$ cat src/logic/cpu_pkg.sv
package cpu_pkg;

    localparam int xlen       = 32;
    localparam int imem_words = 64;
    localparam int dmem_words = 64;

    localparam logic [6:0] op_lui    = 7'b0110111;
    localparam logic [6:0] op_auipc  = 7'b0010111;
    localparam logic [6:0] op_jal    = 7'b1101111;
    localparam logic [6:0] op_jalr   = 7'b1100111;
    localparam logic [6:0] op_branch = 7'b1100011;
    localparam logic [6:0] op_load   = 7'b0000011;
    localparam logic [6:0] op_store  = 7'b0100011;
    localparam logic [6:0] op_imm    = 7'b0010011;
    localparam logic [6:0] op_reg    = 7'b0110011;

    localparam logic [1:0] fwd_reg = 2'd0; // value read in decode.
    localparam logic [1:0] fwd_m   = 2'd1;
    localparam logic [1:0] fwd_w   = 2'd2;

    typedef enum logic [3:0] {
        alu_add, alu_sub, alu_sll, alu_slt, alu_sltu, alu_xor,
        alu_srl, alu_sra, alu_or, alu_and, alu_pass_b
    } alu_op_t;

    typedef struct packed {
        logic            valid;
        logic [xlen-1:0] pc;
        logic [31:0]     instr;
    } fd_t;

    typedef struct packed {
        logic            valid;
        logic [xlen-1:0] pc;
        logic [4:0]      rs1;
        logic [4:0]      rs2;
        logic [4:0]      rd;
        logic [xlen-1:0] rs1_val;
        logic [xlen-1:0] rs2_val;
        logic [xlen-1:0] imm;
        alu_op_t         alu_op;
        logic            alu_src_a_pc;
        logic            alu_src_b_imm;
        logic            branch;
        logic            jump;
        logic            jalr;
        logic [2:0]      funct3;
        logic            reg_write;
        logic            mem_read;
        logic            mem_write;
    } de_t;

    typedef struct packed {
        logic            valid;
        logic [xlen-1:0] alu_result;
        logic [xlen-1:0] store_data;
        logic [4:0]      rd;
        logic [2:0]      funct3;
        logic            reg_write;
        logic            mem_read;
        logic            mem_write;
    } em_t;

    typedef struct packed {
        logic            valid;
        logic [xlen-1:0] result;
        logic [4:0]      rd;
        logic            reg_write;
    } mw_t;

    function automatic logic [31:0] enc_r(logic [6:0] f7, logic [4:0] rs2, logic [4:0] rs1,
                                          logic [2:0] f3, logic [4:0] rd, logic [6:0] op);
        return {f7, rs2, rs1, f3, rd, op};
    endfunction

    function automatic logic [31:0] enc_i(logic [11:0] imm, logic [4:0] rs1, logic [2:0] f3,
                                          logic [4:0] rd, logic [6:0] op);
        return {imm, rs1, f3, rd, op};
    endfunction

    function automatic logic [31:0] enc_s(logic [11:0] imm, logic [4:0] rs2, logic [4:0] rs1,
                                          logic [2:0] f3);
        return {imm[11:5], rs2, rs1, f3, imm[4:0], op_store};
    endfunction

    function automatic logic [31:0] enc_b(logic [12:0] imm, logic [4:0] rs2, logic [4:0] rs1,
                                          logic [2:0] f3);
        return {imm[12], imm[10:5], rs2, rs1, f3, imm[4:1], imm[11], op_branch};
    endfunction

    function automatic logic [31:0] enc_u(logic [19:0] imm, logic [4:0] rd, logic [6:0] op);
        return {imm, rd, op};
    endfunction

    function automatic logic [31:0] enc_j(logic [20:0] imm, logic [4:0] rd);
        return {imm[20], imm[10:1], imm[11], imm[19:12], rd, op_jal};
    endfunction

    localparam logic [31:0] marker = enc_i(12'h777, 5'd0, 3'b000, 5'd10, op_imm);

    localparam logic [31:0] program_rom [imem_words] = '{
        0:  enc_i(12'd5, 5'd0, 3'b000, 5'd1, op_imm),
        1:  enc_i(12'd7, 5'd1, 3'b000, 5'd2, op_imm),
        2:  enc_r(7'd0, 5'd2, 5'd1, 3'b000, 5'd3, op_reg),
        3:  enc_r(7'd0, 5'd2, 5'd3, 3'b000, 5'd10, op_reg), // checkpoint 1.
        4:  enc_u(20'h12345, 5'd4, op_lui),
        5:  enc_i(12'h678, 5'd4, 3'b100, 5'd5, op_imm),
        6:  enc_i(12'h404, 5'd5, 3'b101, 5'd6, op_imm),      // srai by 4.
        7:  enc_r(7'd0, 5'd3, 5'd6, 3'b110, 5'd10, op_reg), // checkpoint 2.
        8:  enc_r(7'd0, 5'd2, 5'd1, 3'b011, 5'd7, op_reg),
        9:  enc_r(7'd0, 5'd7, 5'd5, 3'b001, 5'd8, op_reg),
        10: enc_r(7'd0, 5'd0, 5'd8, 3'b010, 5'd9, op_reg),
        11: enc_r(7'd0, 5'd9, 5'd8, 3'b000, 5'd10, op_reg), // checkpoint 3.
        12: enc_s(12'd0, 5'd5, 5'd0, 3'b010),
        13: enc_i(12'd0, 5'd0, 3'b010, 5'd12, op_load),
        14: enc_i(12'd1, 5'd12, 3'b000, 5'd10, op_imm),     // load-use, checkpoint 4.
        15: enc_i(12'hf80, 5'd0, 3'b000, 5'd13, op_imm),
        16: enc_s(12'd4, 5'd13, 5'd0, 3'b000),
        17: enc_s(12'd6, 5'd5, 5'd0, 3'b001),
        18: enc_i(12'd4, 5'd0, 3'b000, 5'd14, op_load),
        19: enc_i(12'd4, 5'd0, 3'b100, 5'd15, op_load),
        20: enc_r(7'd0, 5'd15, 5'd14, 3'b100, 5'd10, op_reg), // checkpoint 5.
        21: enc_i(12'd2, 5'd0, 3'b001, 5'd16, op_load),
        22: enc_i(12'd6, 5'd0, 3'b101, 5'd17, op_load),
        23: enc_r(7'd0, 5'd17, 5'd16, 3'b000, 5'd10, op_reg), // checkpoint 6.
        24: enc_b(13'd8, 5'd1, 5'd1, 3'b000),
        25: marker,
        26: enc_i(12'd7, 5'd0, 3'b000, 5'd10, op_imm),      // checkpoint 7.
        27: enc_b(13'd8, 5'd1, 5'd1, 3'b001),                // not taken.
        28: enc_b(13'd8, 5'd1, 5'd14, 3'b100),
        29: marker,
        30: enc_b(13'd8, 5'd1, 5'd14, 3'b111),
        31: marker,
        32: enc_j(21'd8, 5'd18),
        33: marker,
        34: enc_i(12'd0, 5'd18, 3'b000, 5'd10, op_imm),     // checkpoint 8.
        35: enc_u(20'd0, 5'd19, op_auipc),
        36: enc_i(12'd16, 5'd19, 3'b000, 5'd20, op_jalr),
        37: marker,
        38: marker,
        39: enc_i(12'd1, 5'd20, 3'b000, 5'd10, op_imm),     // checkpoint 9.
        40: enc_j(21'd0, 5'd0),                              // final self loop.
        default: enc_i(12'd0, 5'd0, 3'b000, 5'd0, op_imm)
    };

endpackage
$ cat src/logic/hazard_unit.sv
`timescale 1ns/1ps

module hazard_unit (
    input  logic [4:0] e_rs1,
    input  logic [4:0] e_rs2,
    input  logic [4:0] d_rs1,
    input  logic [4:0] d_rs2,
    input  logic       e_mem_read,
    input  logic [4:0] e_rd,
    input  logic [4:0] m_rd,
    input  logic [4:0] w_rd,
    input  logic       m_reg_write,
    input  logic       w_reg_write,
    input  logic       redirect,
    output logic [1:0] fwd_a,
    output logic [1:0] fwd_b,
    output logic       stall_f,
    output logic       stall_d,
    output logic       flush_d,
    output logic       flush_e
);

    logic load_use;

    function automatic logic [1:0] fwd_sel(logic [4:0] rs);
        if (rs == 5'd0)
            return cpu_pkg::fwd_reg;
        if (m_reg_write && m_rd == rs)
            return cpu_pkg::fwd_m; // youngest wins.
        if (w_reg_write && w_rd == rs)
            return cpu_pkg::fwd_w;
        return cpu_pkg::fwd_reg;
    endfunction

    assign fwd_a = fwd_sel(e_rs1);
    assign fwd_b = fwd_sel(e_rs2);

    assign load_use = e_mem_read && (e_rd != 5'd0) && (e_rd == d_rs1 || e_rd == d_rs2);

    assign stall_f = load_use;
    assign stall_d = load_use;
    assign flush_d = redirect;
    assign flush_e = redirect || load_use; // bubble into e.

endmodule

$ cat config.mk
export PLATFORM = sky130hd
export DESIGN_NAME = hazard_unit
export DESIGN_NICKNAME = d
export VERILOG_FILES = /design/src/logic/cpu_pkg.sv /design/src/logic/hazard_unit.sv
export SDC_FILE = /design/constraint.sdc
export NUM_CORES = 1
export LEC_CHECK = 0
export BUFFER_PORTS_ARGS = -buffer_cell sky130_fd_sc_hd__buf_2
export CELL_PAD_IN_SITES_DETAIL_PLACEMENT = 1
export CELL_PAD_IN_SITES_GLOBAL_PLACEMENT = 1
export CORE_MARGIN = 2
export CORE_UTILIZATION = 23
export DETAILED_ROUTE_END_ITERATION = 8
export PLACE_DENSITY = 0.89
export SYNTH_ARGS = -nofsm -noshare
export SYNTH_HDL_FRONTEND = slang
export SYNTH_SLANG_ARGS = --single-unit
export TNS_END_PERCENT = 5
$ cat constraint.sdc
create_clock -name vclk -period 1.2
set_input_delay 0.06 -clock vclk [all_inputs]
set_output_delay 0.06 -clock vclk [all_outputs]
set_load 0.02 [all_outputs]
==> results.sh <==
export IMPL_worstPathArrival_ns=1.14
export IMPL_vias=590
export IMPL_yosysUniqueCellTypes=16
export IMPL_post_dp_hpwl_mm=1.76
export IMPL_gp_congestion=0.791
export IMPL_synthCells=57
export IMPL_hold_class="input port to output pin"
export IMPL_drt_pass1_iter_count=4
export IMPL_cp_common_cell="buf_2"
export IMPL_min_period_ns=1.20
export IMPL_grt_max_degree=4
export IMPL_grt_ovfl_total=0
export IMPL_crit_fanout=3
export IMPL_cpLargestDelayFamily="simple AND/OR/NAND/NOR gates"
export IMPL_synth_area_um2=430
export IMPL_nClkBuffers=0
export IMPL_setup_viol=0
export IMPL_io_buffer_count=47
export IMPL_routedWlPerCell_um=15.5
export IMPL_postLayoutCellArea_um2=779
export IMPL_grt_pass1_vias=588
export IMPL_crit_buf_inv=2
export IMPL_area_delta_synth_final_pct=81.1
export IMPL_hold_viol=0
export IMPL_core_area_um2=1750
export IMPL_drive_gt1_share_pct=56.6
export IMPL_synthesis_nets=96
export IMPL_cp_required_ns=1.14
export IMPL_slowest_delay_ns=0.54
export IMPL_p_leak_nw=0.366
export IMPL_finalMaxSlewViolations=0
export IMPL_initial_core_util_pct=24.7
export IMPL_worstHoldPathCells=2
export IMPL_final_cell_mix="buf_2 (42), xor2_1 (18), xnor2_1 (12), buf_4 (7), nor2_1 (5)"
export IMPL_worstPathCellList="buf_2 -> or4_4 -> o21ai_4 -> o21bai_1 -> buf_2"
export IMPL_synth_top_cell_area_share_pct=36.6
export IMPL_final_common_cell="buf_2"
export IMPL_die_w_um=47.3
export IMPL_antenna_found_initial=0
export IMPL_drtAntennaViolNets=0
export IMPL_worstMarginPinSlew_ns=0.294
export IMPL_rows=15
export IMPL_crit_path_top_delay_cell="or4_4"
export IMPL_numSequentialCells=0
export IMPL_relSlewSlack_pct=80.4
export IMPL_cp_num_cells=5
export IMPL_regArea_um2=0
export IMPL_clock_fmax_ghz=0.834
export IMPL_yosysSeqAreaShare_pct=0
export IMPL_postPlaceCellArea_um2=712
export IMPL_period_share_pct=99.9
export IMPL_die_y_um=47.3
export IMPL_wl_mm=2.03
export IMPL_cap_viol_max_count=0
export IMPL_holdWs_ns=0.352
export IMPL_drcViolationCount=0
export IMPL_ir_drop_v=0.000122
export IMPL_ios=47
export IMPL_synthTopCellsByArea="xor2_1 (37%), xnor2_1 (24%), nor2_1 (6.1%)"
export IMPL_power_density_nw_per_um2=350
export IMPL_start_kind="input port"
export IMPL_fin_nets=147
export IMPL_grt_pass1_wl_mm=2.66
export IMPL_outcome="finished clean"
export IMPL_dieArea_um2=2230
export IMPL_crit_path_end_kind="output pin"
export IMPL_diodes=0
export IMPL_worstSetupPathType="input port to output pin"
export IMPL_grt_use_total_pct=16.4
export IMPL_drt_iter0_markers=5
export IMPL_postSynthAreaPerCell_um2=7.55
export IMPL_yosys_area_top_type="xor2_1"
export IMPL_routed_via_density=4.50
export IMPL_ys_warn_count=0
export IMPL_rsz0062_at_grt="true"
per-stage QoR:
step / setup WS (ns) / setup TNS (ns) / util [%] / power (mW) / cells
final: 0.000783 / 0 / 44.7 / 0.273 / 131
after detailed placement: -0.0559 / -0.0970 / 40.8 / 0.246 / 131
after floorplan: 0.0749 / 0 / - / 0.114 / 57
after CTS: 0.00634 / 0 / 41.5 / 0.252 / 131
after global routing: -0.0425 / -0.154 / 44.7 / 0.294 / 131
after global placement: 0.0483 / 0 / 40.8 / 0.238 / 131
area by class of cell:
| type | count | area, um^2 |
|---|---|---|
| fill | 228 | 966 |
| multi-input combinational | 55 | 463 |
| timing repair buffer | 51 | 285 |
| tap | 25 | 31.3 |
path summary, 6_finish.rpt:
check  endpoint     start  slack (ns)
min     flush_d  redirect        0.35
max     flush_e   e_rd[1]      0.0008
metal layers:
| metal | routed length [um] | track usage (%) |
|---|---|---|
| met1 | 764 | 18.2 |
| met2 | 1240 | 34.6 |
| met3 | 21 | 0.385 |
| met4 | 0 | 1.11 |
| met5 | 0 | 0 |
cell families (layout without fill, tap and decap cells):
logic type             Yosys count  in the layout  share of synthesized area, %
XOR/XNOR                        30             30                          61.0
AO/OA/AOI/OAI                    3              3                          5.52
buffers and inverters            2             51                          3.49
AND/OR/NAND/NOR                 22             22                          29.9
power breakdown:
group          internal [mW]  total (mW)  switching [mW]
Combinational          0.134       0.273           0.139
Sequential                 0           0               0
Clock                      0           0               0
cell usage after synthesis, drive strengths merged:
| cell type | count |
|---|---|
| xor2 | 18 |
| xnor2 | 12 |
| nor2 | 7 |
| or4 | 3 |
| buf | 2 |
| nand2 | 2 |
| nand3 | 2 |
| nand4 | 2 |
| nor3 | 2 |
| nor4 | 2 |
| nor4b | 2 |
| a22oi | 1 |
| o21ai | 1 |
| o21bai | 1 |
timing repair:
item,in CTS,in global routing
buffers inserted,0,0
endpoints found under the setup margin,2,6
hold buffers,0,0
pin swaps,1,4
endpoints found under the hold margin,0,0
resized for setup,3,13
Note: power is estimated with default switching activity, not from simulation.
