[src/logic/cpu_pkg.sv]
package cpu_pkg;

    localparam int xlen       = 32;
    localparam int imem_words = 64;
    localparam int dmem_words = 64;

    localparam logic [6:0] op_lui    = 7'b0110111;
    localparam logic [6:0] op_auipc  = 7'b0010111;
    localparam logic [6:0] op_jal    = 7'b1101111;
    localparam logic [6:0] op_jalr   = 7'b1100111;
    localparam logic [6:0] op_branch = 7'b1100011;
    localparam logic [6:0] op_load   = 7'b0000011;
    localparam logic [6:0] op_store  = 7'b0100011;
    localparam logic [6:0] op_imm    = 7'b0010011;
    localparam logic [6:0] op_reg    = 7'b0110011;

    localparam logic [1:0] fwd_reg = 2'd0; // value read in decode.
    localparam logic [1:0] fwd_m   = 2'd1;
    localparam logic [1:0] fwd_w   = 2'd2;

    typedef enum logic [3:0] {
        alu_add, alu_sub, alu_sll, alu_slt, alu_sltu, alu_xor,
        alu_srl, alu_sra, alu_or, alu_and, alu_pass_b
    } alu_op_t;

    typedef struct packed {
        logic            valid;
        logic [xlen-1:0] pc;
        logic [31:0]     instr;
    } fd_t;

    typedef struct packed {
        logic            valid;
        logic [xlen-1:0] pc;
        logic [4:0]      rs1;
        logic [4:0]      rs2;
        logic [4:0]      rd;
        logic [xlen-1:0] rs1_val;
        logic [xlen-1:0] rs2_val;
        logic [xlen-1:0] imm;
        alu_op_t         alu_op;
        logic            alu_src_a_pc;
        logic            alu_src_b_imm;
        logic            branch;
        logic            jump;
        logic            jalr;
        logic [2:0]      funct3;
        logic            reg_write;
        logic            mem_read;
        logic            mem_write;
    } de_t;

    typedef struct packed {
        logic            valid;
        logic [xlen-1:0] alu_result;
        logic [xlen-1:0] store_data;
        logic [4:0]      rd;
        logic [2:0]      funct3;
        logic            reg_write;
        logic            mem_read;
        logic            mem_write;
    } em_t;

    typedef struct packed {
        logic            valid;
        logic [xlen-1:0] result;
        logic [4:0]      rd;
        logic            reg_write;
    } mw_t;

    function automatic logic [31:0] enc_r(logic [6:0] f7, logic [4:0] rs2, logic [4:0] rs1,
                                          logic [2:0] f3, logic [4:0] rd, logic [6:0] op);
        return {f7, rs2, rs1, f3, rd, op};
    endfunction

    function automatic logic [31:0] enc_i(logic [11:0] imm, logic [4:0] rs1, logic [2:0] f3,
                                          logic [4:0] rd, logic [6:0] op);
        return {imm, rs1, f3, rd, op};
    endfunction

    function automatic logic [31:0] enc_s(logic [11:0] imm, logic [4:0] rs2, logic [4:0] rs1,
                                          logic [2:0] f3);
        return {imm[11:5], rs2, rs1, f3, imm[4:0], op_store};
    endfunction

    function automatic logic [31:0] enc_b(logic [12:0] imm, logic [4:0] rs2, logic [4:0] rs1,
                                          logic [2:0] f3);
        return {imm[12], imm[10:5], rs2, rs1, f3, imm[4:1], imm[11], op_branch};
    endfunction

    function automatic logic [31:0] enc_u(logic [19:0] imm, logic [4:0] rd, logic [6:0] op);
        return {imm, rd, op};
    endfunction

    function automatic logic [31:0] enc_j(logic [20:0] imm, logic [4:0] rd);
        return {imm[20], imm[10:1], imm[11], imm[19:12], rd, op_jal};
    endfunction

    localparam logic [31:0] marker = enc_i(12'h777, 5'd0, 3'b000, 5'd10, op_imm);

    localparam logic [31:0] program_rom [imem_words] = '{
        0:  enc_i(12'd5, 5'd0, 3'b000, 5'd1, op_imm),
        1:  enc_i(12'd7, 5'd1, 3'b000, 5'd2, op_imm),
        2:  enc_r(7'd0, 5'd2, 5'd1, 3'b000, 5'd3, op_reg),
        3:  enc_r(7'd0, 5'd2, 5'd3, 3'b000, 5'd10, op_reg), // checkpoint 1.
        4:  enc_u(20'h12345, 5'd4, op_lui),
        5:  enc_i(12'h678, 5'd4, 3'b100, 5'd5, op_imm),
        6:  enc_i(12'h404, 5'd5, 3'b101, 5'd6, op_imm),      // srai by 4.
        7:  enc_r(7'd0, 5'd3, 5'd6, 3'b110, 5'd10, op_reg), // checkpoint 2.
        8:  enc_r(7'd0, 5'd2, 5'd1, 3'b011, 5'd7, op_reg),
        9:  enc_r(7'd0, 5'd7, 5'd5, 3'b001, 5'd8, op_reg),
        10: enc_r(7'd0, 5'd0, 5'd8, 3'b010, 5'd9, op_reg),
        11: enc_r(7'd0, 5'd9, 5'd8, 3'b000, 5'd10, op_reg), // checkpoint 3.
        12: enc_s(12'd0, 5'd5, 5'd0, 3'b010),
        13: enc_i(12'd0, 5'd0, 3'b010, 5'd12, op_load),
        14: enc_i(12'd1, 5'd12, 3'b000, 5'd10, op_imm),     // load-use, checkpoint 4.
        15: enc_i(12'hf80, 5'd0, 3'b000, 5'd13, op_imm),
        16: enc_s(12'd4, 5'd13, 5'd0, 3'b000),
        17: enc_s(12'd6, 5'd5, 5'd0, 3'b001),
        18: enc_i(12'd4, 5'd0, 3'b000, 5'd14, op_load),
        19: enc_i(12'd4, 5'd0, 3'b100, 5'd15, op_load),
        20: enc_r(7'd0, 5'd15, 5'd14, 3'b100, 5'd10, op_reg), // checkpoint 5.
        21: enc_i(12'd2, 5'd0, 3'b001, 5'd16, op_load),
        22: enc_i(12'd6, 5'd0, 3'b101, 5'd17, op_load),
        23: enc_r(7'd0, 5'd17, 5'd16, 3'b000, 5'd10, op_reg), // checkpoint 6.
        24: enc_b(13'd8, 5'd1, 5'd1, 3'b000),
        25: marker,
        26: enc_i(12'd7, 5'd0, 3'b000, 5'd10, op_imm),      // checkpoint 7.
        27: enc_b(13'd8, 5'd1, 5'd1, 3'b001),                // not taken.
        28: enc_b(13'd8, 5'd1, 5'd14, 3'b100),
        29: marker,
        30: enc_b(13'd8, 5'd1, 5'd14, 3'b111),
        31: marker,
        32: enc_j(21'd8, 5'd18),
        33: marker,
        34: enc_i(12'd0, 5'd18, 3'b000, 5'd10, op_imm),     // checkpoint 8.
        35: enc_u(20'd0, 5'd19, op_auipc),
        36: enc_i(12'd16, 5'd19, 3'b000, 5'd20, op_jalr),
        37: marker,
        38: marker,
        39: enc_i(12'd1, 5'd20, 3'b000, 5'd10, op_imm),     // checkpoint 9.
        40: enc_j(21'd0, 5'd0),                              // final self loop.
        default: enc_i(12'd0, 5'd0, 3'b000, 5'd0, op_imm)
    };

endpackage
[src/logic/fetch.sv]
`timescale 1ns/1ps

module fetch (
    input  logic                      clk,
    input  logic                      reset,
    input  logic                      trigger,
    input  logic                      stall,
    input  logic                      redirect,
    input  logic [cpu_pkg::xlen-1:0]  redirect_pc,
    output cpu_pkg::fd_t              fd
);

    localparam int aw = $clog2(cpu_pkg::imem_words);

    logic [cpu_pkg::xlen-1:0] pc;
    logic                     run;

    always_ff @(posedge clk) begin
        if (reset) begin
            pc  <= '0;
            run <= 1'b0;
        end else begin
            if (trigger)
                run <= 1'b1;
            if (redirect)
                pc <= redirect_pc;
            else if (run && !stall)
                pc <= pc + 32'd4;
        end
    end

    always_comb begin
        fd.valid = run;
        fd.pc    = pc;
        fd.instr = cpu_pkg::program_rom[pc[aw+1:2]]; // word addressed rom.
    end

endmodule

[config.mk]
export PLATFORM = sky130hd
export DESIGN_NAME = fetch
export DESIGN_NICKNAME = d
export VERILOG_FILES = /design/src/logic/cpu_pkg.sv /design/src/logic/fetch.sv
export SDC_FILE = /design/constraint.sdc
export NUM_CORES = 1
export LEC_CHECK = 0
export ABC_AREA = 1
export BUFFER_PORTS_ARGS = -buffer_cell sky130_fd_sc_hd__buf_2
export CORE_ASPECT_RATIO = 1.2
export CORE_UTILIZATION = 52
export DETAILED_ROUTE_END_ITERATION = 7
export GPL_TIMING_DRIVEN = 0
export PLACE_DENSITY = 0.82
export SLEW_MARGIN = 20
export SYNTH_ARGS = -nofsm -noshare
export SYNTH_HDL_FRONTEND = slang
export SYNTH_SLANG_ARGS = --single-unit
[constraint.sdc]
create_clock -name clk -period 2.51 [get_ports clk]
set_input_delay 0.502 -clock clk [delete_from_list [all_inputs] [get_ports clk]]
set_output_delay 0.502 -clock clk [all_outputs]
set_load 0.05 [all_outputs]
==> impl_metrics.json <==
{
  "ctsHoldBuffers": 0,
  "synth_cell_type_count": 39,
  "fmax_mhz": 402,
  "cts.htree.levels": 2,
  "combPwrFrac": 0.474,
  "syn_inst": 547,
  "worstSetupEndpointType": "primary output",
  "setup_viol": 0,
  "grt_pass1_wl_um": 19100,
  "r2r_cells": 8,
  "cts_buffer_depth": 2,
  "grt_max_degree": 12,
  "grt_pass1_vias": 3955,
  "grtUsageTotal": 0.390,
  "place_ws_ns": -0.0231,
  "synth-async-reset-ratio": 0,
  "clock_latency_ns": 0.30,
  "cpMostUsedCell": "inv_1",
  "tightest_slew_ns": 0.628,
  "cts-root-buf": "clkbuf_8",
  "layout_commonest_cell": "nand2_1",
  "final_area_um2": 4210,
  "skew_ns": 0.00704,
  "tritoncts": "done",
  "firstDrtPassIters": 8,
  "fin_ws_ns": 0.0225,
  "io_buffers": 98,
  "hold_violations": 0,
  "mostFrequentLayoutCells": "134 x nand2_1, 89 x buf_2, 66 x inv_1, 50 x nor2_1, 41 x nand3_1",
  "synth_area_leaders": "dfxtp_1 21%, nand2_1 17%, inv_1 8.3%",
  "rsz0062_at_grt": "yes",
  "gp_congestion": 1.00,
  "start_kind": "flip-flop",
  "overflow": 0,
  "cp.required_ns": 2.01,
  "ys_seq_area_frac": 0.209,
  "crit_type": "flip-flop to primary output",
  "synth_seq_cells": 33,
  "dp_hpwl_um": 8970,
  "die_height_um": 87.5,
  "syn_to_final_growth_pct": 33.1,
  "synth_top_area_frac": 0.209,
  "path_clk_slew_ns": 0.08,
  "path_cells": "inv_4 > ha_1 > nor2_4 > inv_1 > nand4_1 > inv_1 > nor2_2 > nand2_2 > or2_4 > buf_4",
  "ios": 102,
  "synth_top_area_cell": "dfxtp_1",
  "dpl_cell_area_um2": 3880,
  "drtIter0Drc": 450,
  "violations": "design-rule violations",
  "diodes": 0,
  "outcome": "complete, but fails checks",
  "hold_depth": 3,
  "final_util": 0.729,
  "crit_fanout": 7,
  "dieArea_um2": 6410,
  "p_clk_frac": 0.214,
  "drive_gt1_frac": 0.313,
  "power_switching_uw": 930,
  "core_um2": 5780,
  "ir_worst_vdd_uv": 374,
  "drv_cap": 0,
  "layoutNonFillerInstCount": 741,
  "die_w_um": 73.2,
  "num_rows": 30,
  "power_density_nw_per_um2": 461,
  "p_seq_frac": 0.312,
  "avgViaCountPerCell": 5.72,
  "p_sw_frac": 0.479,
  "initial_core_util": 0.548,
  "hold_path.class": "input pin to flip-flop",
  "finalMaxSlewViolations": 0,
  "synth-edff-count": 0,
  "syn_area_um2": 3170,
  "synth.avg_cell_area_um2": 5.79,
  "ant_nets": 0,
  "slowest_delay_ns": 0.39,
  "nFillCells": 498,
  "wire_per_inst_um": 16.2,
  "num-nets-final": 710,
  "period_needed_ns": 2.49,
  "worst_ep_arrival_time_ns": 1.99,
  "synth_ff_type": "dfxtp_1",
  "yosys_warnings": 0,
  "cts_num_sinks": 33,
  "antenna_found_initial": 0,
  "num_vias": 4238,
  "slew-limit-headroom": 0.581,
  "p_leak_uw": 0.00206,
  "critPathSlowestCell": "dfxtp_4",
  "finalCritPeriodShare": 0.991,
  "place_inst": 726,
  "wl_um": 12000,
  "cts_buffers": 5,
  "setup-tns-final_ns": 0,
  "p_int_uw": 1010,
  "drc": 23
}
[cell families (layout without fill, tap and decap cells)]
logic type / after synthesis / after routing / synth area share
compound gates: 118 / 118 / 0.215
other cells: 1 / 2 / 0.00118
fa+ha+maj: 13 / 13 / 0.0514
buf+inv: 101 / 214 / 0.131
flops: 33 / 33 / 0.209
xor+xnor: 5 / 5 / 0.0138
simple gates: 276 / 276 / 0.379
[worst max-delay path, delay by kind of cell (launching register included)]
family | cells | cell delay (ns)
DFF | 1 | 0.39
buffers and inverters | 4 | 0.40
adders and majority gates | 1 | 0.22
and+or+nand+nor | 5 | 0.65
[state kept, by name, indices dropped and copies added, names as in the netlist]
register and cells:
pc 32, run 1
[cell type report]
cell class              count  area (um^2)  share of cell area
plain buffers              23          138              0.0327
clock buffers               5         68.8              0.0163
clock inverters             3         17.5             0.00416
inverters                  78          305              0.0724
multi-input cells         414         2310               0.548
flip-flops and latches     33          676               0.160
well taps                  80          100              0.0238
repair buffers            105          602               0.143
[path summary, 6_finish.rpt]
check | endpoint | slack [ns] | from
setup / recovery | fd[29] | 0.02 | pc[3]$_SDFFE_PP0N_
setup reg to reg | pc[13]$_SDFFE_PP0N_ | 0.83 | pc[3]$_SDFFE_PP0N_
hold / removal | run$_SDFFE_PP0P_ | 0.42 | trigger
hold reg to reg | pc[0]$_SDFFE_PP0P_ | 0.46 | pc[0]$_SDFFE_PP0P_
[cells in the mapped netlist (6+ instances only)]
master    count
ha_1         13
nand2_1     141
inv_2         8
a21oi_1      36
o21ai_1       7
dfxtp_1      33
nor2_1       64
nand3_1      41
buf_2         8
buf_4         7
inv_1        70
o21ai_0      35
o211ai_1      6
clkbuf_1      8
a31oi_1      12
[per-layer routing]
| metal | up-vias | GRT usage | routed length [um] |
|---|---|---|---|
| li1 | 2008 | - | - |
| met1 | 1874 | 0.418 | 4240 |
| met2 | 294 | 0.691 | 5970 |
| met3 | 62 | 0.0590 | 957 |
| met4 | 0 | 0.275 | 800 |
| met5 | - | 0 | 0 |
[per-stage QoR]
step | hold slack, ns | total power [uW]
final | 0.422 | 1940
after detailed placement | 0.452 | 1430
after CTS | 0.430 | 1870
after global routing | 0.448 | 2020
after global placement | 0.446 | 1430
after floorplan | 0.460 | 1220
[what timing repair did]
item | 4_1_cts | 5_1_grt
gates resized for setup | 35 | 37
cloned | 0 | 0
buffers inserted | 4 | 3
setup endpoints to repair | 20 | 24
pin swaps | 1 | 2
[power groups by stage]
stage	registers [uW]	logic, uW	clock network, uW
after CTS	605	860	407
after detailed placement	619	815	0
after global routing	610	974	431
after global placement	617	814	0
after floorplan	714	509	0
final	606	920	416
Power figures use the tool's default switching activity.
