--- src/logic/cpu_pkg.sv ---
package cpu_pkg;

    localparam int xlen       = 32;
    localparam int imem_words = 64;
    localparam int dmem_words = 64;

    localparam logic [6:0] op_lui    = 7'b0110111;
    localparam logic [6:0] op_auipc  = 7'b0010111;
    localparam logic [6:0] op_jal    = 7'b1101111;
    localparam logic [6:0] op_jalr   = 7'b1100111;
    localparam logic [6:0] op_branch = 7'b1100011;
    localparam logic [6:0] op_load   = 7'b0000011;
    localparam logic [6:0] op_store  = 7'b0100011;
    localparam logic [6:0] op_imm    = 7'b0010011;
    localparam logic [6:0] op_reg    = 7'b0110011;

    localparam logic [1:0] fwd_reg = 2'd0; // value read in decode.
    localparam logic [1:0] fwd_m   = 2'd1;
    localparam logic [1:0] fwd_w   = 2'd2;

    typedef enum logic [3:0] {
        alu_add, alu_sub, alu_sll, alu_slt, alu_sltu, alu_xor,
        alu_srl, alu_sra, alu_or, alu_and, alu_pass_b
    } alu_op_t;

    typedef struct packed {
        logic            valid;
        logic [xlen-1:0] pc;
        logic [31:0]     instr;
    } fd_t;

    typedef struct packed {
        logic            valid;
        logic [xlen-1:0] pc;
        logic [4:0]      rs1;
        logic [4:0]      rs2;
        logic [4:0]      rd;
        logic [xlen-1:0] rs1_val;
        logic [xlen-1:0] rs2_val;
        logic [xlen-1:0] imm;
        alu_op_t         alu_op;
        logic            alu_src_a_pc;
        logic            alu_src_b_imm;
        logic            branch;
        logic            jump;
        logic            jalr;
        logic [2:0]      funct3;
        logic            reg_write;
        logic            mem_read;
        logic            mem_write;
    } de_t;

    typedef struct packed {
        logic            valid;
        logic [xlen-1:0] alu_result;
        logic [xlen-1:0] store_data;
        logic [4:0]      rd;
        logic [2:0]      funct3;
        logic            reg_write;
        logic            mem_read;
        logic            mem_write;
    } em_t;

    typedef struct packed {
        logic            valid;
        logic [xlen-1:0] result;
        logic [4:0]      rd;
        logic            reg_write;
    } mw_t;

    function automatic logic [31:0] enc_r(logic [6:0] f7, logic [4:0] rs2, logic [4:0] rs1,
                                          logic [2:0] f3, logic [4:0] rd, logic [6:0] op);
        return {f7, rs2, rs1, f3, rd, op};
    endfunction

    function automatic logic [31:0] enc_i(logic [11:0] imm, logic [4:0] rs1, logic [2:0] f3,
                                          logic [4:0] rd, logic [6:0] op);
        return {imm, rs1, f3, rd, op};
    endfunction

    function automatic logic [31:0] enc_s(logic [11:0] imm, logic [4:0] rs2, logic [4:0] rs1,
                                          logic [2:0] f3);
        return {imm[11:5], rs2, rs1, f3, imm[4:0], op_store};
    endfunction

    function automatic logic [31:0] enc_b(logic [12:0] imm, logic [4:0] rs2, logic [4:0] rs1,
                                          logic [2:0] f3);
        return {imm[12], imm[10:5], rs2, rs1, f3, imm[4:1], imm[11], op_branch};
    endfunction

    function automatic logic [31:0] enc_u(logic [19:0] imm, logic [4:0] rd, logic [6:0] op);
        return {imm, rd, op};
    endfunction

    function automatic logic [31:0] enc_j(logic [20:0] imm, logic [4:0] rd);
        return {imm[20], imm[10:1], imm[11], imm[19:12], rd, op_jal};
    endfunction

    localparam logic [31:0] marker = enc_i(12'h777, 5'd0, 3'b000, 5'd10, op_imm);

    localparam logic [31:0] program_rom [imem_words] = '{
        0:  enc_i(12'd5, 5'd0, 3'b000, 5'd1, op_imm),
        1:  enc_i(12'd7, 5'd1, 3'b000, 5'd2, op_imm),
        2:  enc_r(7'd0, 5'd2, 5'd1, 3'b000, 5'd3, op_reg),
        3:  enc_r(7'd0, 5'd2, 5'd3, 3'b000, 5'd10, op_reg), // checkpoint 1.
        4:  enc_u(20'h12345, 5'd4, op_lui),
        5:  enc_i(12'h678, 5'd4, 3'b100, 5'd5, op_imm),
        6:  enc_i(12'h404, 5'd5, 3'b101, 5'd6, op_imm),      // srai by 4.
        7:  enc_r(7'd0, 5'd3, 5'd6, 3'b110, 5'd10, op_reg), // checkpoint 2.
        8:  enc_r(7'd0, 5'd2, 5'd1, 3'b011, 5'd7, op_reg),
        9:  enc_r(7'd0, 5'd7, 5'd5, 3'b001, 5'd8, op_reg),
        10: enc_r(7'd0, 5'd0, 5'd8, 3'b010, 5'd9, op_reg),
        11: enc_r(7'd0, 5'd9, 5'd8, 3'b000, 5'd10, op_reg), // checkpoint 3.
        12: enc_s(12'd0, 5'd5, 5'd0, 3'b010),
        13: enc_i(12'd0, 5'd0, 3'b010, 5'd12, op_load),
        14: enc_i(12'd1, 5'd12, 3'b000, 5'd10, op_imm),     // load-use, checkpoint 4.
        15: enc_i(12'hf80, 5'd0, 3'b000, 5'd13, op_imm),
        16: enc_s(12'd4, 5'd13, 5'd0, 3'b000),
        17: enc_s(12'd6, 5'd5, 5'd0, 3'b001),
        18: enc_i(12'd4, 5'd0, 3'b000, 5'd14, op_load),
        19: enc_i(12'd4, 5'd0, 3'b100, 5'd15, op_load),
        20: enc_r(7'd0, 5'd15, 5'd14, 3'b100, 5'd10, op_reg), // checkpoint 5.
        21: enc_i(12'd2, 5'd0, 3'b001, 5'd16, op_load),
        22: enc_i(12'd6, 5'd0, 3'b101, 5'd17, op_load),
        23: enc_r(7'd0, 5'd17, 5'd16, 3'b000, 5'd10, op_reg), // checkpoint 6.
        24: enc_b(13'd8, 5'd1, 5'd1, 3'b000),
        25: marker,
        26: enc_i(12'd7, 5'd0, 3'b000, 5'd10, op_imm),      // checkpoint 7.
        27: enc_b(13'd8, 5'd1, 5'd1, 3'b001),                // not taken.
        28: enc_b(13'd8, 5'd1, 5'd14, 3'b100),
        29: marker,
        30: enc_b(13'd8, 5'd1, 5'd14, 3'b111),
        31: marker,
        32: enc_j(21'd8, 5'd18),
        33: marker,
        34: enc_i(12'd0, 5'd18, 3'b000, 5'd10, op_imm),     // checkpoint 8.
        35: enc_u(20'd0, 5'd19, op_auipc),
        36: enc_i(12'd16, 5'd19, 3'b000, 5'd20, op_jalr),
        37: marker,
        38: marker,
        39: enc_i(12'd1, 5'd20, 3'b000, 5'd10, op_imm),     // checkpoint 9.
        40: enc_j(21'd0, 5'd0),                              // final self loop.
        default: enc_i(12'd0, 5'd0, 3'b000, 5'd0, op_imm)
    };

endpackage
--- src/logic/decode.sv ---
`timescale 1ns/1ps

module decode (
    input  logic                     clk,
    input  logic                     reset,
    input  cpu_pkg::fd_t             fd,
    input  cpu_pkg::mw_t             wb,
    output cpu_pkg::de_t             de,
    output logic [4:0]               rs1,
    output logic [4:0]               rs2,
    output logic [cpu_pkg::xlen-1:0] a0
);

    logic [cpu_pkg::xlen-1:0] regs [1:31];
    logic [31:0]              instr;
    logic [6:0]               opcode;
    logic [2:0]               funct3;
    logic                     funct7_b5;
    logic                     wb_en;

    assign instr     = fd.instr;
    assign opcode    = instr[6:0];
    assign funct3    = instr[14:12];
    assign funct7_b5 = instr[30];
    assign rs1       = instr[19:15];
    assign rs2       = instr[24:20];
    assign wb_en     = wb.valid && wb.reg_write && (wb.rd != 5'd0);
    assign a0        = regs[10];

    always_ff @(posedge clk) begin
        if (reset) begin
            for (int i = 1; i < 32; i++)
                regs[i] <= '0;
        end else if (wb_en) begin
            regs[wb.rd] <= wb.result;
        end
    end

    function automatic logic [cpu_pkg::xlen-1:0] read_reg(logic [4:0] idx);
        if (idx == 5'd0)
            return '0;
        if (wb_en && wb.rd == idx)
            return wb.result; // write-through.
        return regs[idx];
    endfunction

    function automatic cpu_pkg::alu_op_t alu_decode(logic [2:0] f3, logic sub_sra);
        case (f3)
            3'b000:  return sub_sra ? cpu_pkg::alu_sub : cpu_pkg::alu_add;
            3'b001:  return cpu_pkg::alu_sll;
            3'b010:  return cpu_pkg::alu_slt;
            3'b011:  return cpu_pkg::alu_sltu;
            3'b100:  return cpu_pkg::alu_xor;
            3'b101:  return sub_sra ? cpu_pkg::alu_sra : cpu_pkg::alu_srl;
            3'b110:  return cpu_pkg::alu_or;
            default: return cpu_pkg::alu_and;
        endcase
    endfunction

    always_comb begin
        de         = '0;
        de.valid   = fd.valid;
        de.pc      = fd.pc;
        de.rs1     = rs1;
        de.rs2     = rs2;
        de.rd      = instr[11:7];
        de.rs1_val = read_reg(rs1);
        de.rs2_val = read_reg(rs2);
        de.funct3  = funct3;
        de.imm     = {{20{instr[31]}}, instr[31:20]}; // i-type by default.
        if (fd.valid) begin
            case (opcode)
                cpu_pkg::op_lui: begin
                    de.imm           = {instr[31:12], 12'd0};
                    de.alu_op        = cpu_pkg::alu_pass_b;
                    de.alu_src_b_imm = 1'b1;
                    de.reg_write     = 1'b1;
                end
                cpu_pkg::op_auipc: begin
                    de.imm           = {instr[31:12], 12'd0};
                    de.alu_src_a_pc  = 1'b1;
                    de.alu_src_b_imm = 1'b1;
                    de.reg_write     = 1'b1;
                end
                cpu_pkg::op_jal: begin
                    de.imm       = {{12{instr[31]}}, instr[19:12], instr[20],
                                    instr[30:21], 1'b0};
                    de.jump      = 1'b1;
                    de.reg_write = 1'b1;
                end
                cpu_pkg::op_jalr: begin
                    de.jump      = 1'b1;
                    de.jalr      = 1'b1;
                    de.reg_write = 1'b1;
                end
                cpu_pkg::op_branch: begin
                    de.imm    = {{20{instr[31]}}, instr[7], instr[30:25],
                                 instr[11:8], 1'b0};
                    de.branch = 1'b1;
                end
                cpu_pkg::op_load: begin
                    de.alu_src_b_imm = 1'b1;
                    de.mem_read      = 1'b1;
                    de.reg_write     = 1'b1;
                end
                cpu_pkg::op_store: begin
                    de.imm           = {{20{instr[31]}}, instr[31:25], instr[11:7]};
                    de.alu_src_b_imm = 1'b1;
                    de.mem_write     = 1'b1;
                end
                cpu_pkg::op_imm: begin
                    de.alu_op        = alu_decode(funct3, funct3 == 3'b101 && funct7_b5);
                    de.alu_src_b_imm = 1'b1;
                    de.reg_write     = 1'b1;
                end
                cpu_pkg::op_reg: begin
                    de.alu_op    = alu_decode(funct3, funct7_b5);
                    de.reg_write = 1'b1;
                end
                default: de.valid = 1'b0; // unsupported, treat as bubble.
            endcase
        end
    end

endmodule

--- config.mk ---
export PLATFORM = sky130hd
export DESIGN_NAME = decode
export DESIGN_NICKNAME = d
export VERILOG_FILES = /design/src/logic/cpu_pkg.sv /design/src/logic/decode.sv
export SDC_FILE = /design/constraint.sdc
export NUM_CORES = 2
export LEC_CHECK = 0
export BUFFER_PORTS_ARGS = -buffer_cell sky130_fd_sc_hd__buf_4
export CORE_MARGIN = 10
export CORE_UTILIZATION = 62
export CTS_CLUSTER_DIAMETER = 200
export DETAILED_ROUTE_END_ITERATION = 16
export GPL_ROUTABILITY_DRIVEN = 0
export PLACE_DENSITY = 0.81
export SYNTH_ARGS = -nofsm -noshare
export SYNTH_HDL_FRONTEND = slang
export SYNTH_SLANG_ARGS = --single-unit
export TNS_END_PERCENT = 30
--- constraint.sdc ---
create_clock -name clk -period 3.7 [get_ports clk]
set_clock_uncertainty 0.2 [all_clocks]
set_input_delay 0.74 -clock clk [delete_from_list [all_inputs] [get_ports clk]]
set_output_delay 0.74 -clock clk [all_outputs]
set_load 0.05 [all_outputs]
==> run_results.csv <==
group,metric,value,unit
finish,top_regs,"regs x1024",
cts,cts_sinks,1024,
global_route,grt.met1_usage,0.4726,
floorplan,io_pins,307,
cts,ctsRootBufferMaster,"clkbuf_16",
finish,drive_above_1_share,0.3595,
timing,finalHoldViolations,0,
logic_synthesis,synth-seq-area-share,0.5456,
floorplan,floorplan.core_area,0.09015,mm^2
finish,final_cell_count_no_fill,5887,
worst_setup_path,cp_data_arrival_time,2.93,ns
timing,finalCriticalPeriod,3.865,ns
pwr,power.clock.fraction,0.356,
drt,wl,214100,um
placement,place_inst,5617,
timing,timing.setup.tns,-2.455,ns
logic_synthesis,synthDistinctLibCells,63,
logic_synthesis,avgSynthCellArea,13.79,um^2
timing,setup_viol,42,
placement,io_buffers,242,
global_route,grt_max_degree,35,
pwr,p_sw,8.288,mW
finish,largest_register_ffs,1024,
pwr,p_leak,25.72,nW
logic_synthesis,yosys_warnings,0,
logic_synthesis,synth_edf_count,1024,
finish,finalNetCount,4719,
drt,first_pass_iters,9,
global_route,grt_pass1_wl,298100,um
global_route,grtUsageMet3,0.1930,
pwr,irDropWorstVdd,0.3641,mV
pwr,powerDensity,434.7,mW/mm^2
finish,layout_commonest_cell,"edfxtp_1",
global_route,grt_antenna_before_repair,15,
worst_hold_path,hold_class,"input pin to register",
pwr,power.total,29.97,mW
pwr,power_frac_seq,0.460,
floorplan,fp-row-count,110,
worst_setup_path,worstSetupEndpointType,"output port",
finish,layout_common_cells,"edfxtp_1 (1024), and2_1 (996), buf_4 (672)",
worst_setup_path,startpoint_type,"input pin",
cts,cts_tree,"done",
logic_synthesis,ys_ff_latch,1024,
floorplan,die_area,0.1034,mm^2
drt,ant_nets,0,
drt,vias,44000,
logic_synthesis,synth_top_flop_cell,"edfxtp_1",
global_route,grt_usage,0.3991,
logic_synthesis,synthArstFlopShare,0,
worst_setup_path,critical_path_class,"input pin to output port",
floorplan,initial_utilization,0.6251,
worst_setup_path,critPathRequiredTime,2.76,ns
cts,numCtsBuffers,104,
status,violations,"setup timing",
timing,maxSlewViolCount,0,
timing,finalCritPeriodShare,1.045,
worst_setup_path,path_max_fanout,7,
global_route,grt_pass1_vias,42580,
placement,dp_hpwl,135700,um
pwr,switching_share,0.2766,
timing,max_freq,258.7,MHz
drt,drt_iter0_markers,9237,
cts,ctsHtreeMaxLevel,3,
logic_synthesis,syn_inst,4087,
cts,clock_path_buffers,3,
finish,synthToLayoutAreaGrowth,22.33,%
logic_synthesis,synth_area,0.05635,mm^2
global_route,grt-ovfl-total,0,
timing,layout_setup_ws,-0.1652,ns
drt,routed_via_density,7.474,
timing,relSlewSlack,0.2079,
global_route,grt_util_met2,0.5871,
global_route,grt_busiest_layer,"met2",
timing,whs,0.2908,ns
finish,top_register,"regs",
status,status,"complete, but fails checks",
drt,route.detailed.drc,0,
flow_run,max_cap_viol_count,0,
finish,final_cell_area,0.06894,mm^2
pwr,comb_power_share,0.184,
timing,rsz0062_at_grt,"yes",
timing,tightest_slew,1.187,ns
placement,post_dp_cell_area,0.06304,mm^2
worst_hold_path,hold_depth,1,
cts,cts.clk_slew.worst_paths,0.06,ns
drt,wl_per_cell,36.36,um
floorplan,die_x,321.5,um
floorplan,die_h,321.5,um
pwr,p_int,21.68,mW
kinds of logic after synthesis:
family | after synthesis | synth area share
AO/OA/AOI/OAI | 517 | 0.06648
flip-flops | 1024 | 0.5456
AND/OR/NAND/NOR | 1336 | 0.1397
multiplexers | 710 | 0.2031
other | 1 | 0.00006654
XOR/XNOR | 10 | 0.001554
buffers and inverters | 489 | 0.04345
critical path, cell delays in order:
cell,delay [ns]
buf_16,0.15
buf_12,0.16
buf_12,0.14
buf_16,0.15
buf_4,0.15
mux4_2,0.32
nor2_1,0.05
nor3_2,0.19
a21oi_2,0.13
a211oi_4,0.40
buf_4,0.19
buf_6,0.15
layer usage:
metal  wire length (um)  up-vias
met4              16680        8
met5                222        -
met3              39940     1276
li1                   -    16570
met2              92030     4975
met1              65190    21170
worst paths after layout:
check	start	end	slack (ns)
worst max-delay path	fd[20]	de[62]	-0.17
worst min-delay path	wb[21]	regs[0][15]	0.29
power groups by stage:
stage | Clock [mW] | Combinational [mW] | Sequential [mW]
2_1_floorplan | 0 | 2.74 | 13.9
3_3_place_gp | 0 | 4.69 | 13.9
3_5_place_dp | 0 | 4.74 | 14.0
4_1_cts | 10.6 | 5.04 | 13.7
5_1_grt | 11.0 | 5.56 | 13.8
6_report | 10.7 | 5.50 | 13.8
cell usage after synthesis (72+ instances only):
cell         n  area (um^2)
a22oi_1     73        548.0
buf_4       83        623.1
edfxtp_1  1024        30750
a21oi_1     93        465.5
o221ai_1    74        648.1
buf_2       78        390.4
mux2i_1    322         3223
o21ai_0     72        360.4
nor2_1     104        390.4
nand2_1     78        292.8
and2_1     997         6237
mux4_2     342         7702
clkbuf_1   280         1051
per-stage QoR:
stage               worst slack, ns  utilization
floorplan                   -0.3806            -
global placement            -0.4858       0.6993
detailed placement          -0.4892       0.6993
CTS                        -0.08222       0.7515
global route                -0.1470       0.7645
finish                      -0.1652       0.7647
area by class of cell:
cell class / instances / area, um^2
sequential: 1024 / 30750
clock inverter: 58 / 603.1
antenna: 15 / 37.54
clock buffer: 131 / 2746
inverter: 10 / 40.04
timing repair buffer: 867 / 8569
tap: 1176 / 1471
multi-input combinational: 2606 / 24720
fill: 4793 / 21210
timing repair:
item / 4_1_cts / 5_1_grt
cloned: 9 / 3
endpoints found under the setup margin: 57 / 61
gates resized for setup: 229 / 181
hold buffers: 0 / 0
pin swaps: 52 / 55
buffers inserted: 25 / 34
Power figures use the tool's default switching activity.
